## config.mk

```make
export PLATFORM = sky130hd
export DESIGN_NAME = periph_regs
export DESIGN_NICKNAME = d
export VERILOG_FILES = /design/src/design/bus_pkg.sv /design/src/design/periph_regs.sv
export SDC_FILE = /design/constraint.sdc
export NUM_CORES = 1
export LEC_CHECK = 0
export BUFFER_PORTS_ARGS = -buffer_cell sky130_fd_sc_hd__clkbuf_2
export CORE_MARGIN = 4
export CORE_UTILIZATION = 55
export CTS_BUF_LIST = sky130_fd_sc_hd__clkbuf_8
export CTS_CLUSTER_SIZE = 40
export DETAILED_ROUTE_END_ITERATION = 10
export GPL_ROUTABILITY_DRIVEN = 0
export PLACE_DENSITY = 0.88
export SETUP_SLACK_MARGIN = 0.05
export SYNTH_ARGS = -nofsm -noshare
export SYNTH_HDL_FRONTEND = slang
export SYNTH_SLANG_ARGS = --single-unit
```

## constraint.sdc

```tcl
create_clock -name CLOCK_50 -period 2.04 [get_ports CLOCK_50]
set_input_delay 0.204 -clock CLOCK_50 [delete_from_list [all_inputs] [get_ports CLOCK_50]]
set_output_delay 0.204 -clock CLOCK_50 [all_outputs]
set_load 0.02 [all_outputs]
```

## src/design/bus_pkg.sv

```systemverilog
package bus_pkg;

    // bus address and data words
    typedef logic [63:0] addr_t;
    typedef logic [63:0] data_t;

    // load/store size code in the encoding the cpu puts on the bus
    // bit 2 marks the unsigned loads
    typedef enum logic [2:0] {
        LS_B  = 3'b000,
        LS_H  = 3'b001,
        LS_W  = 3'b010,
        LS_D  = 3'b011,
        LS_BU = 3'b100,
        LS_HU = 3'b101,
        LS_WU = 3'b110
    } ls_type_t;

    // decoded bus target
    typedef enum logic [2:0] {
        TGT_NONE     = 3'd0,
        TGT_RAM      = 3'd1,
        TGT_KEY      = 3'd2,
        TGT_UART     = 3'd3,
        TGT_MTIME    = 3'd4,
        TGT_MTIMECMP = 3'd5
    } target_t;

    // address map
    // ram window size comes from the RAM_WORDS parameter
    localparam addr_t RAM_BASE      = 64'h0000_0000_0000_1000;
    localparam addr_t KEY_ADDR      = 64'h0000_0000_0000_8000;
    localparam addr_t UART_ADDR     = 64'h0000_0000_0000_8008;
    // clint style timer registers
    localparam addr_t MTIMECMP_ADDR = 64'h0000_0000_0200_4000;
    localparam addr_t MTIME_ADDR    = 64'h0000_0000_0200_bff8;

    // request as held by the cpu side
    typedef struct packed {
        addr_t    addr;
        ls_type_t ls_type;
        data_t    wdata;
    } bus_req_t;

    // one access beat from decode to access
    typedef struct packed {
        logic        valid;
        logic        is_write;
        target_t     target;
        logic [31:0] word_index;
        logic [1:0]  byte_offset;
        ls_type_t    ls_type;
        logic        beat;
        logic        last;
        logic [31:0] wdata;
    } access_t;

    // one response beat from access to align
    typedef struct packed {
        logic       valid;
        logic       is_write;
        logic       last;
        logic       beat;
        logic [1:0] byte_offset;
        ls_type_t   ls_type;
        data_t      rdata;
    } resp_t;

endpackage

```

## src/design/periph_regs.sv

```systemverilog
`timescale 1ns/1ps

module periph_regs import bus_pkg::*; (
    input  logic       CLOCK_50,
    input  logic       KEY0,
    input  access_t    access,
    input  logic [7:0] ascii,
    input  logic       key_pressed,
    input  data_t      mtime,
    input  logic       interrupt_ack,
    output resp_t      reg_resp,
    output logic       uart_write,
    output logic [7:0] uart_data,
    output logic [3:0] interrupt_vector
);

    data_t mtimecmp;
    data_t rd_val;
    logic  hit;

    // everything except ram including unmapped space
    assign hit = access.valid && (access.target != TGT_RAM);

    // register read mux
    always_comb begin
        case (access.target)
            TGT_KEY:      rd_val = {56'd0, ascii};
            TGT_MTIME:    rd_val = mtime;
            TGT_MTIMECMP: rd_val = mtimecmp;
            default:      rd_val = '0;
        endcase
    end

    always_ff @(posedge CLOCK_50 or negedge KEY0) begin
        if (!KEY0) begin
            reg_resp   <= '0;
            uart_write <= 1'b0;
            uart_data  <= '0;
            mtimecmp   <= '0;
        end else begin
            reg_resp   <= '0;
            uart_write <= 1'b0;
            if (hit) begin
                reg_resp.valid       <= 1'b1;
                reg_resp.is_write    <= access.is_write;
                reg_resp.last        <= access.last;
                reg_resp.beat        <= access.beat;
                reg_resp.byte_offset <= access.byte_offset;
                reg_resp.ls_type     <= access.ls_type;
                // beat 1 of ld returns the upper half in the low word
                if (!access.is_write) begin
                    reg_resp.rdata <= access.beat ? {32'd0, rd_val[63:32]} : rd_val;
                end
            end
            // one pulse per store even for sd
            if (hit && access.is_write && access.target == TGT_UART && !access.beat) begin
                uart_write <= 1'b1;
                uart_data  <= access.wdata[7:0];
            end
            // beat picks the half
            if (hit && access.is_write && access.target == TGT_MTIMECMP) begin
                if (access.beat) begin
                    mtimecmp[63:32] <= access.wdata;
                end else begin
                    mtimecmp[31:0] <= access.wdata;
                end
            end
        end
    end

    // keyboard interrupt level
    // ack clears and wins over a key on the same edge
    always_ff @(posedge CLOCK_50 or negedge KEY0) begin
        if (!KEY0) begin
            interrupt_vector <= '0;
        end else if (interrupt_vector != 4'd0 && interrupt_ack) begin
            interrupt_vector <= 4'd0;
        end else if (key_pressed && ascii != 8'd0) begin
            interrupt_vector <= 4'd1;
        end
    end

endmodule

```

==> out/metrics.yaml <==
outcome: "complete, no violations"
drive_above_1_share_pct: 53.98
nNetsFinal: 843
netlist_top_cells_count: "dfrtp_1, mux2_2, mux2i_1, nor2_1, nand2_1"
r2r_start: "mtimecmp[2]"
netlist_area_um2: 6255
cp-end-kind: "flop"
port_buffers: 202
maxCapViolations: 0
hp-class: "in -> reg"
relSlewSlack_pct: 60.39
syn_area_per_cell_um2: 13.87
gr-usage-all-layers_pct: 25.68
dp_hpwl_um: 10870
cts_tree: "built"
die_y_um: 114.6
worst_slew_pin_slew_ns: 0.5942
critPathKind: "in -> reg"
synth_xor_area_share_pct: 0
yosysWarningCount: 0
ant_nets: 0
synth_fa_ha_area_share_pct: 0
critPathRequiredTime_ns: 2.38
clk_latency_ns: 0.46
clock_path_buffers: 2
synthDominantCellAreaShare_pct: 58.81
period_needed_ns: 1.283
grt_pass1_vias: 5098
dr.pass1.iters: 4
cts.sinks: 147
r2r_slack_ns: 0.94
synth_cell_types: 33
syn_inst: 451
die_x_um: 114.6
synth_area_leaders: "dfrtp_1, mux2_2, mux2i_1"
arrival_ns: 1.62
ctsResizeCount: 0
ys_ff_latch: 147
drt-total-wl_um: 16010
maxSlewViolCount: 0
fin_cells: 845
hold_start: "mtime[37]"
synth_most_common_cell: "dfrtp_1"
reg2reg_to: "reg_resp[2]"
synthSimpleGateAreaFrac_pct: 7.321
path_clk_slew_ns: 0.08
die_area_um2: 13140
synth_area_leader_cell: "dfrtp_1"
cts-root-buf: "clkbuf_8"
initial_core_util_pct: 56.95
grt_first_pass_wirelength_um: 25590
final-hold-violation-count: 0
powerDensity_nw_per_um2: 840.3
synth_flop_cell: "dfrtp_1"
fmax_mhz: 779.1
drc: 0
rows: 38
critPathMaxStageDelay_ns: 0.36
rsz0062_at_grt: "false"
critPathSlowestCell: "mux2_2"
overflow: 0
synth_edf_count: 0
finalSetupViolations: 0
htreeDepth: 4
synth-compound-area-share_pct: 6.241
min_path_cells: 3
antenna_found_initial: 1
routedWlPerCell_um: 18.94
ys_seq_area_share_pct: 58.81
holdPathEnd: "reg_resp[37]"
synthArstFlopShare_pct: 100.0
skew_ns: 0.008008
area_growth_pct: 31.43
cp_cell_sequence: "buf_4, nand4b_1, nor2_4, buf_12, mux2_2"
finalSetupTns_ns: 0
reg2regPathDepth: 3
place_inst: 776
vias: 4596
ir_drop_v: 0.0005325
coreArea_um2: 10980
numCtsBuffers: 17
p_leak_uw: 0.004166
synth_mux_area_share_pct: 24.00
cp_max_fo: 32
grt_max_degree: 65
crit_path_start_kind: "input pin"
vias_per_cell: 5.439
io_pins: 238
num-fill-cells: 710
drt_iter0_drc: 304
period_share_pct: 62.91
post_cts_buffers: 0
synth_top_family_by_area: "multiplexers"
## final cells by class
cell class	instances	area [um^2]	area share, %
Multi-Input combinational cell	272	2375	28.89
Clock inverter	12	162.7	1.979
Antenna cell	1	2.502	0.03044
Sequential cell	147	3679	44.75
Clock buffer	20	275.3	3.349
Timing Repair Buffer	252	1548	18.83
Inverter	1	3.754	0.04566
Tap cell	140	175.2	2.131
## power by group
group          leakage (uW)  internal [uW]  switching, uW
sequential          0.00195           3220            159
combinational       0.00198            558            491
clock              0.000232           1410           1060
total               0.00417           5190           1710
## metal layers
| layer | share of wire (%) | GRT usage (%) | routed length (um) |
|---|---|---|---|
| met5 | 0 | 0 | 0 |
| met3 | 6.4 | 6.607 | 1029 |
| met4 | 3.3 | 12.83 | 529 |
| met1 | 37 | 29.91 | 5989 |
| met2 | 53 | 43.85 | 8457 |
## through the flow
stage	worst slack, ns	hold slack [ns]	instance area [um^2]	util [%]	power (uW)
global placement	0.3621	0.2296	7420	67.56	4364
detailed placement	0.2968	0.2422	7420	67.56	4434
floorplan	0.7743	-0.09159	6262	-	4026
finish	0.7565	0.007835	8220	74.85	6907
global route	0.7363	0.002830	8220	74.85	7213
CTS	0.7717	0.002471	8218	74.82	6950
## critical path, delay by kind of cell
| kind | cells | cell delay, ns |
|---|---|---|
| buffers and inverters | 2 | 0.53 |
| muxes | 1 | 0.36 |
| and+or+nand+nor | 2 | 0.50 |
## placed cells by master (no fill, tap or decap), types with 2 or more instances in the layout
cell type / n
clkbuf_2: 200
a21oi_1: 8
o22ai_2: 19
mux2_1: 5
dlygate4sd3_1: 36
dfrtp_1: 147
clkinv_2: 3
or4_1: 2
nand2_1: 25
and2_1: 8
mux2_2: 99
conb_1: 3
o22ai_1: 4
nand2b_1: 2
inv_1: 4
nor2_4: 2
clkbuf_8: 20
buf_4: 10
mux2i_1: 33
nor2_1: 32
a221oi_1: 8
or2_2: 9
buf_12: 5
bufinv_16: 4
## registers in the layout, indices dropped and copies added, names as in the netlist
| name | cells |
|---|---|
| interrupt_vector | 1 |
| mtimecmp | 64 |
| reg_resp | 73 |
| uart_data | 8 |
| uart_write | 1 |
## kinds of logic (layout without fill, tap and decap cells)
logic type	count (synthesis)	in the layout
flops	147	147
mux	137	137
simple gates	91	91
compound gates	41	41
buf+inv	34	285
other cells	1	4
## repair_timing
action                                  in CTS  in global routing
hold buffers                                36                  0
endpoints found under the hold margin      120                  0
endpoints found under the setup margin       0                  0
## worst max path at each step
stage	endpoint	slack [ns]	startpoint
after floorplan	mtimecmp[53]	0.77	access[72]
after global placement	mtimecmp[49]	0.36	access[71]
after detailed placement	mtimecmp[36]	0.30	access[71]
after CTS	interrupt_vector[0]	0.77	interrupt_vector[0]
after global routing	interrupt_vector[0]	0.74	interrupt_vector[0]
final	mtimecmp[51]	0.76	access[71]
No activity file was read; power rests on OpenSTA's default activity.
