### src/design/bus_pkg.sv
package bus_pkg;

    // bus address and data words
    typedef logic [63:0] addr_t;
    typedef logic [63:0] data_t;

    // load/store size code in the encoding the cpu puts on the bus
    // bit 2 marks the unsigned loads
    typedef enum logic [2:0] {
        LS_B  = 3'b000,
        LS_H  = 3'b001,
        LS_W  = 3'b010,
        LS_D  = 3'b011,
        LS_BU = 3'b100,
        LS_HU = 3'b101,
        LS_WU = 3'b110
    } ls_type_t;

    // decoded bus target
    typedef enum logic [2:0] {
        TGT_NONE     = 3'd0,
        TGT_RAM      = 3'd1,
        TGT_KEY      = 3'd2,
        TGT_UART     = 3'd3,
        TGT_MTIME    = 3'd4,
        TGT_MTIMECMP = 3'd5
    } target_t;

    // address map
    // ram window size comes from the RAM_WORDS parameter
    localparam addr_t RAM_BASE      = 64'h0000_0000_0000_1000;
    localparam addr_t KEY_ADDR      = 64'h0000_0000_0000_8000;
    localparam addr_t UART_ADDR     = 64'h0000_0000_0000_8008;
    // clint style timer registers
    localparam addr_t MTIMECMP_ADDR = 64'h0000_0000_0200_4000;
    localparam addr_t MTIME_ADDR    = 64'h0000_0000_0200_bff8;

    // request as held by the cpu side
    typedef struct packed {
        addr_t    addr;
        ls_type_t ls_type;
        data_t    wdata;
    } bus_req_t;

    // one access beat from decode to access
    typedef struct packed {
        logic        valid;
        logic        is_write;
        target_t     target;
        logic [31:0] word_index;
        logic [1:0]  byte_offset;
        ls_type_t    ls_type;
        logic        beat;
        logic        last;
        logic [31:0] wdata;
    } access_t;

    // one response beat from access to align
    typedef struct packed {
        logic       valid;
        logic       is_write;
        logic       last;
        logic       beat;
        logic [1:0] byte_offset;
        ls_type_t   ls_type;
        data_t      rdata;
    } resp_t;

endpackage

### src/design/bus_decode_stage.sv
`timescale 1ns/1ps

module bus_decode_stage import bus_pkg::*; #(
    parameter int RAM_WORDS = 1024
) (
    input  logic     CLOCK_50,
    input  logic     KEY0,
    input  bus_req_t bus_req,
    input  logic     read_enable,
    input  logic     write_enable,
    output access_t  access
);

    // end of the ram window, exclusive
    localparam addr_t RAM_END = RAM_BASE + addr_t'(RAM_WORDS) * 64'd4;

    logic        strobe;
    target_t     target;
    addr_t       ram_offset;
    logic [31:0] hi_wdata;

    assign strobe = read_enable | write_enable;

    // byte offset into the ram window
    assign ram_offset = bus_req.addr - RAM_BASE;

    // address decode
    // the only place addresses get compared
    always_comb begin
        if (bus_req.addr >= RAM_BASE && bus_req.addr < RAM_END) begin
            target = TGT_RAM;
        end else if (bus_req.addr == KEY_ADDR) begin
            target = TGT_KEY;
        end else if (bus_req.addr == UART_ADDR) begin
            target = TGT_UART;
        end else if (bus_req.addr == MTIME_ADDR) begin
            target = TGT_MTIME;
        end else if (bus_req.addr == MTIMECMP_ADDR) begin
            target = TGT_MTIMECMP;
        end else begin
            // unmapped space completes with zero data
            target = TGT_NONE;
        end
    end

    // upper write half for the second beat of sd
    always_ff @(posedge CLOCK_50) begin
        if (strobe) begin
            hi_wdata <= bus_req.wdata[63:32];
        end
    end

    // beat sequencer
    // strobe at E0 gives beat 0 and a double access adds beat 1 at E1
    always_ff @(posedge CLOCK_50 or negedge KEY0) begin
        if (!KEY0) begin
            access <= '0;
        end else if (strobe) begin
            access.valid       <= 1'b1;
            access.is_write    <= write_enable;
            access.target      <= target;
            access.word_index  <= ram_offset[33:2];
            access.byte_offset <= bus_req.addr[1:0];
            access.ls_type     <= bus_req.ls_type;
            access.beat        <= 1'b0;
            // single beat unless ld/sd
            access.last        <= (bus_req.ls_type != LS_D);
            access.wdata       <= bus_req.wdata[31:0];
        end else if (access.valid && !access.last) begin
            // second word of a double access
            access.beat       <= 1'b1;
            access.last       <= 1'b1;
            access.word_index <= access.word_index + 32'd1;
            access.wdata      <= hi_wdata;
        end else begin
            access.valid <= 1'b0;
        end
    end

endmodule

### config.mk
export PLATFORM = sky130hd
export DESIGN_NAME = bus_decode_stage
export DESIGN_NICKNAME = d
export VERILOG_FILES = /design/src/design/bus_pkg.sv /design/src/design/bus_decode_stage.sv
export SDC_FILE = /design/constraint.sdc
export NUM_CORES = 1
export LEC_CHECK = 0
export BUFFER_PORTS_ARGS = -buffer_cell sky130_fd_sc_hd__buf_4
export CAP_MARGIN = 20
export CORE_UTILIZATION = 40
export CTS_CLUSTER_DIAMETER = 30
export DETAILED_ROUTE_END_ITERATION = 8
export GPL_TIMING_DRIVEN = 0
export HOLD_SLACK_MARGIN = 0.08
export PLACE_DENSITY = 0.71
export SLEW_MARGIN = 20
export SYNTH_ARGS = -nofsm -noshare
export SYNTH_HDL_FRONTEND = slang
export SYNTH_SLANG_ARGS = --single-unit
### constraint.sdc
create_clock -name CLOCK_50 -period 1.7 [get_ports CLOCK_50]
set_input_delay 0.255 -clock CLOCK_50 [delete_from_list [all_inputs] [get_ports CLOCK_50]]
set_output_delay 0.255 -clock CLOCK_50 [all_outputs]
set_load 0.01 [all_outputs]
==> metrics.txt <==
status=finished with violations; failing checks=setup timing; synthesized net count=666; RePlAce Congestion=0.930; simple-gate share of the synthesized area=0.245; CP Class=flip-flop to flip-flop; Synth Area in XOR/XNOR=0.0819; CTS H-tree depth=3; Final Power=6250 uW; critical-path cell list=ha_2 > nand3b_1 > nor4_4 > buf_6 > nand4_1 > xor2_1 > mux2i_1; Remaining DRCs=0; Vias=5093; post-synth cell types=41; design area=7920 sq um; WL/cell=17.0 microns; CP arrival=2.07 ns; number of global-route vias before repair=4846; worst reg2reg setup slack=-0.17 ns; largest net degree at the start of global routing=77; clk_lat worst skew=0.35 ns; R2R Path End=access[65]; drt first pass iters=5; CTS Sinks=108; Ys Warns=0; largest family of logic cells by synthesized area=simple AND/OR/NAND/NOR gates; Max VDD drop=0.000506 V; fmax=535 MHz; deepest clock path buffer count=2; grt ovf=0; CTS tree=yes; Hold Vio Cnt, Final=0; layout cells sized above 1=0.353; slowest stage delay, CP=0.40 ns; Req. time, crit path=1.90 ns; worst-path fanout max=5; Seq/Total Area, Yosys=0.546; Boundary Pins=211; min Tclk post-route=1.87 ns; DP Area=7040 sq um; GRT Overall Usage=0.244; proportion of synthesized area in mux cells=0.0210; crit start category=flip-flop; Async SR Flop Fraction=0.704; Mapped Cells=526; nets@finish=939; adder-cell share of the synthesized area=0.0119; first-pass GRT wire length=24600 microns; die width=116 microns; worst hold-check path type=primary input to async pin; actual slew at the worst max-slew pin=0.970 ns; Clock transition at path regs=0.07 ns; Synth Area in Compound Gates=0.0712; Post-Route WL=16600 microns; RSZ-0062 raised after global routing=true; Via density=5.22; post-placement cell count=908; Layout Utilization=0.625; PD cells=790 nW/um^2; clock skew=0.0137 ns; Initial Util=0.413; Area growth, synth to finish=51.1%; period utilization=1.10; CTS Buf Count=9; Post-synth EDFFs=32; initial antenna violation count=0; number of DRC markers in iteration 0=346; endpoint class of the critical path=flip-flop; Max-Cap Viols=0; IO buf count=210; crit path max-delay cell type=nor4_4; Max-slew headroom=0.354; FF-to-FF path depth=7; Non-Filler Instances=976; final antenna-violating net count=0; leakage=0.00353 uW; Syn Area/Cell=9.96 sq um; die span in y=116 microns; Diodes inserted=0; final setup vio count=19; reg-to-reg critical path startpoint=access[40]; top_reg_cell synth=dfrtp_1; core region area=12700 sq um; max-slew violation count=0; Root Buffer=clkbuf_16; FF+latch count, synth=108; # rows=41; die area=13600 sq um; post-DP HPWL=11700 microns; Worst Slack Setup Final=-0.168 ns; post-synth design cell area=5240 sq um
what timing repair did:
action / 4_1_cts / 5_1_grt
resized for setup: 17 / 26
cloned: 1 / 1
pin swaps: 9 / 5
hold endpoints to repair: 32 / 0
hold buffers: 32 / 0
setup endpoints to repair: 95 / 56
buffers inserted: 11 / 10
cell families (layout without fill, tap and decap cells):
logic type,after synthesis,count (layout)
and+or+nand+nor,261,261
buffers and inverters,30,308
DFF,108,108
AOI/OAI and AO/OA,62,62
xor gates and xnor gates,49,49
adders and majority gates,5,5
muxes,11,11
cell usage in the layout (no fill, tap or decap), types with 9 or more instances in the layout:
cell	n
buf_4	229
nand2_1	114
dfrtp_1	71
nor2_1	50
a31oi_1	34
edfxtp_1	32
dlygate4sd3_1	32
xor2_1	29
nand3_1	19
nand4_1	19
xnor2_1	18
nor4_1	13
o21ai_0	12
mux2i_1	11
clkbuf_16	10
clkbuf_1	9
routing by layer:
metal  up-vias  track usage  routed length (microns)
met1      2410        0.305                     6680
met3        56       0.0337                      904
li1       2403            -                        -
met2       224        0.400                     8290
met5         -            0                        0
met4         0        0.150                      744
cell type report:
type / count / area, sq um
Fill cell: 1030 / 4750
Multi-Input combinational cell: 388 / 2340
Buffer: 24 / 113
Inverter: 5 / 18.8
Sequential cell: 108 / 2870
Tap cell: 172 / 215
Clock inverter: 6 / 48.8
Timing Repair Buffer: 263 / 2090
Clock buffer: 10 / 229
cell usage after synthesis, drive strengths merged, types with 4 or more instances:
| library cell | number | area, sq um |
|---|---|---|
| and3 | 8 | 50.1 |
| a31oi | 34 | 213 |
| a21oi | 5 | 25.0 |
| o21ai | 17 | 85.1 |
| nor4 | 19 | 168 |
| dfrtp | 76 | 1900 |
| nand4 | 19 | 119 |
| xor2 | 31 | 272 |
| nor2 | 50 | 188 |
| buf | 9 | 40.0 |
| clkbuf | 16 | 60.1 |
| inv | 5 | 18.8 |
| mux2i | 11 | 110 |
| edfxtp | 32 | 961 |
| nor3 | 9 | 50.1 |
| xnor2 | 18 | 158 |
| ha | 5 | 62.6 |
| nand3 | 21 | 105 |
| nand2 | 116 | 435 |
| nor3b | 4 | 40.0 |
registers in the layout (all words and copies together) (netlist names):
name and flops:
access 76, hi_wdata 32
critical path, delay by kind of cell (launching register included):
family	cells	cell delay, ns
AND/OR/NAND/NOR	3	0.72
flip-flops	1	0.36
buffers and inverters	1	0.19
adder cells (fa/ha/maj)	1	0.18
XOR/XNOR	1	0.17
multiplexers	1	0.10
power by group:
part | internal [uW] | switching (uW)
registers | 2910 | 165
clock network | 1010 | 971
logic | 634 | 567
worst max path at each step:
| stage | startpoint | depth (start not counted) | end | slack (ns) |
|---|---|---|---|---|
| finish | access[40] | 7 | access[65] | -0.17 |
| global route | access[39] | 7 | access[59] | -0.26 |
| CTS | access[40] | 7 | access[65] | -0.14 |
| detailed placement | write_enable | 6 | access[57] | -0.73 |
| global placement | write_enable | 6 | access[54] | -0.65 |
| floorplan | access[41] | 5 | access[57] | 0.02 |
metrics by stage:
step | hold slack (ns) | worst slack [ns] | setup TNS, ns
final | 0.0568 | -0.168 | -1.82
after global routing | 0.0829 | -0.264 | -3.53
after CTS | 0.0845 | -0.137 | -0.893
after detailed placement | 0.434 | -0.734 | -33.91
after global placement | 0.433 | -0.648 | -30.60
after floorplan | -0.0406 | 0.0165 | 0
Power figures use the tool's default switching activity.
