**config.mk**
```make
export PLATFORM = sky130hd
export DESIGN_NAME = load_align_stage
export DESIGN_NICKNAME = d
export VERILOG_FILES = /design/src/design/bus_pkg.sv /design/src/design/load_align_stage.sv
export SDC_FILE = /design/constraint.sdc
export NUM_CORES = 1
export LEC_CHECK = 0
export BUFFER_PORTS_ARGS = -buffer_cell sky130_fd_sc_hd__buf_2
export CAP_MARGIN = 20
export CORE_UTILIZATION = 45
export CTS_CLUSTER_DIAMETER = 100
export DETAILED_ROUTE_END_ITERATION = 8
export HOLD_SLACK_MARGIN = 0.05
export PLACE_DENSITY = 0.8
export SLEW_MARGIN = 25
export SYNTH_ARGS = -nofsm -noshare
export SYNTH_HDL_FRONTEND = slang
export SYNTH_SLANG_ARGS = --single-unit
```
**constraint.sdc**
```tcl
create_clock -name CLOCK_50 -period 1.69 [get_ports CLOCK_50]
set_clock_uncertainty 0.05 [all_clocks]
set_input_delay 0.2535 -clock CLOCK_50 [delete_from_list [all_inputs] [get_ports CLOCK_50]]
set_output_delay 0.2535 -clock CLOCK_50 [all_outputs]
set_load 0.02 [all_outputs]
```
**src/design/bus_pkg.sv**
```systemverilog
package bus_pkg;

    // bus address and data words
    typedef logic [63:0] addr_t;
    typedef logic [63:0] data_t;

    // load/store size code in the encoding the cpu puts on the bus
    // bit 2 marks the unsigned loads
    typedef enum logic [2:0] {
        LS_B  = 3'b000,
        LS_H  = 3'b001,
        LS_W  = 3'b010,
        LS_D  = 3'b011,
        LS_BU = 3'b100,
        LS_HU = 3'b101,
        LS_WU = 3'b110
    } ls_type_t;

    // decoded bus target
    typedef enum logic [2:0] {
        TGT_NONE     = 3'd0,
        TGT_RAM      = 3'd1,
        TGT_KEY      = 3'd2,
        TGT_UART     = 3'd3,
        TGT_MTIME    = 3'd4,
        TGT_MTIMECMP = 3'd5
    } target_t;

    // address map
    // ram window size comes from the RAM_WORDS parameter
    localparam addr_t RAM_BASE      = 64'h0000_0000_0000_1000;
    localparam addr_t KEY_ADDR      = 64'h0000_0000_0000_8000;
    localparam addr_t UART_ADDR     = 64'h0000_0000_0000_8008;
    // clint style timer registers
    localparam addr_t MTIMECMP_ADDR = 64'h0000_0000_0200_4000;
    localparam addr_t MTIME_ADDR    = 64'h0000_0000_0200_bff8;

    // request as held by the cpu side
    typedef struct packed {
        addr_t    addr;
        ls_type_t ls_type;
        data_t    wdata;
    } bus_req_t;

    // one access beat from decode to access
    typedef struct packed {
        logic        valid;
        logic        is_write;
        target_t     target;
        logic [31:0] word_index;
        logic [1:0]  byte_offset;
        ls_type_t    ls_type;
        logic        beat;
        logic        last;
        logic [31:0] wdata;
    } access_t;

    // one response beat from access to align
    typedef struct packed {
        logic       valid;
        logic       is_write;
        logic       last;
        logic       beat;
        logic [1:0] byte_offset;
        ls_type_t   ls_type;
        data_t      rdata;
    } resp_t;

endpackage

```
**src/design/load_align_stage.sv**
```systemverilog
`timescale 1ns/1ps

module load_align_stage import bus_pkg::*; (
    input  logic    CLOCK_50,
    input  logic    KEY0,
    input  access_t access,
    input  resp_t   resp,
    output data_t   read_data,
    output logic    read_done,
    output logic    write_done
);

    data_t shifted;
    data_t ext_data;
    logic  start;
    logic  finish;
    logic  load_beat;

    // beat 0 entering the access stage
    assign start = access.valid && !access.beat;

    // final response of an access
    assign finish = resp.valid && resp.last;

    assign load_beat = resp.valid && !resp.is_write;

    // move the addressed byte down to bit 0
    assign shifted = resp.rdata >> {resp.byte_offset, 3'b000};

    // sign or zero extension by size code
    always_comb begin
        case (resp.ls_type)
            LS_B:    ext_data = {{56{shifted[7]}}, shifted[7:0]};
            LS_H:    ext_data = {{48{shifted[15]}}, shifted[15:0]};
            LS_W:    ext_data = {{32{shifted[31]}}, shifted[31:0]};
            LS_BU:   ext_data = {56'd0, shifted[7:0]};
            LS_HU:   ext_data = {48'd0, shifted[15:0]};
            LS_WU:   ext_data = {32'd0, shifted[31:0]};
            // low half of ld while the upper half comes with beat 1
            LS_D:    ext_data = {32'd0, shifted[31:0]};
            default: ext_data = shifted;
        endcase
    end

    // read data register
    always_ff @(posedge CLOCK_50 or negedge KEY0) begin
        if (!KEY0) begin
            read_data <= '0;
        end else if (load_beat) begin
            if (resp.beat) begin
                read_data[63:32] <= resp.rdata[31:0];
            end else begin
                read_data <= ext_data;
            end
        end
    end

    // done levels
    // fall at E1 and rise at E2 for one beat or at E3 for ld/sd
    always_ff @(posedge CLOCK_50 or negedge KEY0) begin
        if (!KEY0) begin
            read_done  <= 1'b1;
            write_done <= 1'b1;
        end else begin
            if (finish) begin
                if (resp.is_write) begin
                    write_done <= 1'b1;
                end else begin
                    read_done <= 1'b1;
                end
            end
            // a new access takes precedence
            if (start) begin
                if (access.is_write) begin
                    write_done <= 1'b0;
                end else begin
                    read_done <= 1'b0;
                end
            end
        end
    end

endmodule

```
==> out/qor.tcl <==
set qor(vias_per_cell) 5.64
set qor(tightest_slew_ns) 0.350
set qor(layoutNonFillerInstCount) 754
set qor(worstRegToRegCells) 3
set qor(track_usage) 0.283
set qor(timing.final.max_slew_violations) 0
set qor(rows) 35
set qor(ir_worst_vdd_uv) 455
set qor(wl_met2_um) 6260
set qor(fp.coreArea_um2) 9240
set qor(status) {finished, final reports clean}
set qor(relSlewSlack) 0.760
set qor(design.die.area_um2) 9900
set qor(synth.ff_latch_count) 66
set qor(timing.critical_path.from_type) {primary input}
set qor(synth_edf_count) 0
set qor(place_inst) 734
set qor(critPathArrivalTime_ns) 1.81
set qor(num-nets-final) 771
set qor(synth.yosys.seq_area_share) 0.387
set qor(critPathRequiredTime_ns) 1.86
set qor(grt_antenna_before_repair) 0
set qor(synth_largest_type_area_fraction) 0.374
set qor(post_synth_instance_area_um2) 4280
set qor(worstSetupPathType) {primary input to flip-flop}
set qor(clk_transition_reported_paths_ns) 0.08
set qor(rr_startpoint) {write_done}
set qor(net-switching-power_uw) 1850
set qor(area_growth_syn_to_layout_pct) 30.8
set qor(p_leak_uw) 0.00249
set qor(layout.cell_area.non_filler_um2) 5600
set qor(synth.yosys.warnings) 0
set qor(cellPowerDensity_nw_per_um2) 908
set qor(synth_area_leader_cell) {dfrtp_1}
set qor(clk_root_buffer_cell) {clkbuf_8}
set qor(drt-pass1-iter-count) 5
set qor(synth.cells.most_frequent) {dfrtp_1 (64), nand2_1 (55), a21oi_1 (45)}
set qor(p_int_uw) 3230
set qor(synth_cell_type_count) 29
set qor(floorplan.die.height_um) 99.5
set qor(tritoncts.num_buffers) 9
set qor(cts_htree_levels) 3
set qor(postCtsSetupRepairBufs) 0
set qor(post-synth-top-count-cell) {dfrtp_1}
set qor(power_frac_seq) 0.396
set qor(setup.reg_to_reg.worst_slack_ns) 0.29
set qor(async_flop_share) 1.00
set qor(final-setup-viol-count) 0
set qor(first_global_vias) 3911
set qor(timing.critical_path.fanout_max) 24
set qor(layout-drive-gt1-share) 0.398
set qor(tritoncts) {built}
set qor(i_o_buffers) 143
set qor(floorplan.initialDensity) 0.463
set qor(power.combinational.fraction) 0.341
set qor(syn_avg_cell_area_um2) 9.18
set qor(dp_slack_ns) -0.279
set qor(final_antenna_net_count) 0
set qor(clock_power_share) 0.263
set qor(grt_setup_unrepaired) {no}
set qor(post_dp_cell_area_um2) 5360
set qor(worst_hold_path_type) {primary input to flip-flop}
set qor(synth.net_count) 617
set qor(final_design_utilization) 0.606
set qor(critical_path.reg2reg.endpoint) {write_done}
set qor(netlist_instances) 466
set qor(routed_wl_um) 13800
set qor(overflow) 0
set qor(layout_min_cycle_time_ns) 1.65
set qor(worst_skew_pair.late_latency_ns) 0.34
set qor(pin_count_of_the_biggest_net_entering_global_routing) 67
set qor(netlist_top_cells_area) {dfrtp_1 (37%), mux2i_1 (9.1%), mux4_2 (5.8%)}
set qor(drc) 0
set qor(met3_length_um) 1090
set qor(netSwitchingFraction) 0.365
set qor(worst_hold_path_endpoint) {read_done}
set qor(ios) 217
set qor(endpoint_kind) {flip-flop}
set qor(cts.sinks) 66
set qor(maxUsedRoutingLayer) {met4}
set qor(gp_congestion) 0.888
set qor(floorplan.die.width_um) 99.5
set qor(synth_flop_cell) {dfrtp_1}
set qor(post-route-worst-setup-slack_ns) 0.0448
set qor(max_clock_freq_ghz) 0.608
set qor(num_antenna_cells) 0
set qor(detailedRoute.firstIterationViolations) 283
set qor(hold_start) {access[33]}
set qor(clock_path_buffers) 2
set qor(dp_hpwl_um) 10700
set qor(portion_of_the_clock_cycle_consumed_by_the_worst_path_in_the_final_layout) 0.973
set qor(number_of_cells_traversed_by_the_worst_hold_path) 3
set qor(drt-wirelength-per-cell_um) 18.3
set qor(vias) 4254
set qor(grt_first_pass_wirelength_um) 21200
set qor(maxCapViolations) 0
set qor(hold_viol) 0
set qor(wl_met1_um) 6260
## worst max-delay path by stage
stage                        start             to  slack (ns)  cells after the start
after detailed placement  resp[68]  read_data[32]       -0.28                      7
after CTS                 resp[68]  read_data[32]        0.07                      7
after floorplan           resp[68]  read_data[34]       -0.17                      6
after global routing      resp[68]  read_data[32]       0.001                      7
after global placement    resp[68]  read_data[32]       -0.25                      6
final                     resp[68]  read_data[32]        0.04                      7
## power by group through the flow
stage	registers (uW)	logic, uW	clock network [uW]
after detailed placement	2040	1710	0
final	2010	1730	1340
after global routing	2040	1860	1420
after CTS	2010	1730	1360
after floorplan	2380	665	0
after global placement	2030	1690	0
## cell families (layout without fill, tap and decap cells)
group	Yosys count	in the layout	share of synthesized area
and+or+nand+nor	150	150	0.173
AOI/OAI and AO/OA	137	137	0.195
muxes	68	68	0.197
DFF	66	66	0.387
buffers and inverters	45	204	0.0474
## flip-flops by register name (all words and copies together) (netlist names)
| signal | count |
|---|---|
| read_data | 64 |
| read_done | 1 |
| write_done | 1 |
## layout make-up
type | count | area [um^2]
Tap cell | 129 | 161
Fill cell | 807 | 3640
Inverter | 3 | 11.3
Multi-Input combinational cell | 355 | 2460
Timing Repair Buffer | 185 | 1120
Sequential cell | 66 | 1650
Clock inverter | 6 | 67.6
Clock buffer | 10 | 128
## per-layer routing
metal  vias up  GRT usage
met1      2007      0.418
met4         0     0.0848
met2       225      0.435
met3        19     0.0358
met5         -          0
li1       2003          -
## worst max-delay path, stage by stage
cell and delay (ns):
buf_2 0.13, buf_4 0.23, mux4_2 0.31, mux2_4 0.29, a211oi_4 0.26, buf_12 0.23
a21oi_1 0.10
## stage by stage
step / power, uW / TNS [ns] / hold WS [ns]
after CTS: 5100 / 0 / 0.0820
final: 5080 / 0 / 0.0892
after detailed placement: 3760 / -12.06 / 0.252
after global placement: 3710 / -10.84 / 0.243
after global routing: 5320 / 0 / 0.0975
after floorplan: 3050 / -4.74 / -0.0921
## timing repair
action / CTS / global route
hold buffers: 4 / 0
hold endpoints to repair: 66 / 0
resized for setup: 0 / 0
## layout by cell type (no fill, tap or decap), types with 13 or more instances in the layout
cell,count
a21oi_1,38
a21oi_2,17
a31oi_1,19
buf_2,143
buf_4,32
dfrtp_1,64
mux2_2,17
mux2i_1,39
nand2_1,55
nand2b_1,13
nand3b_1,32
nor2_1,32
o211ai_1,14
o21ai_0,38
No activity file was read; power rests on OpenSTA's default activity.
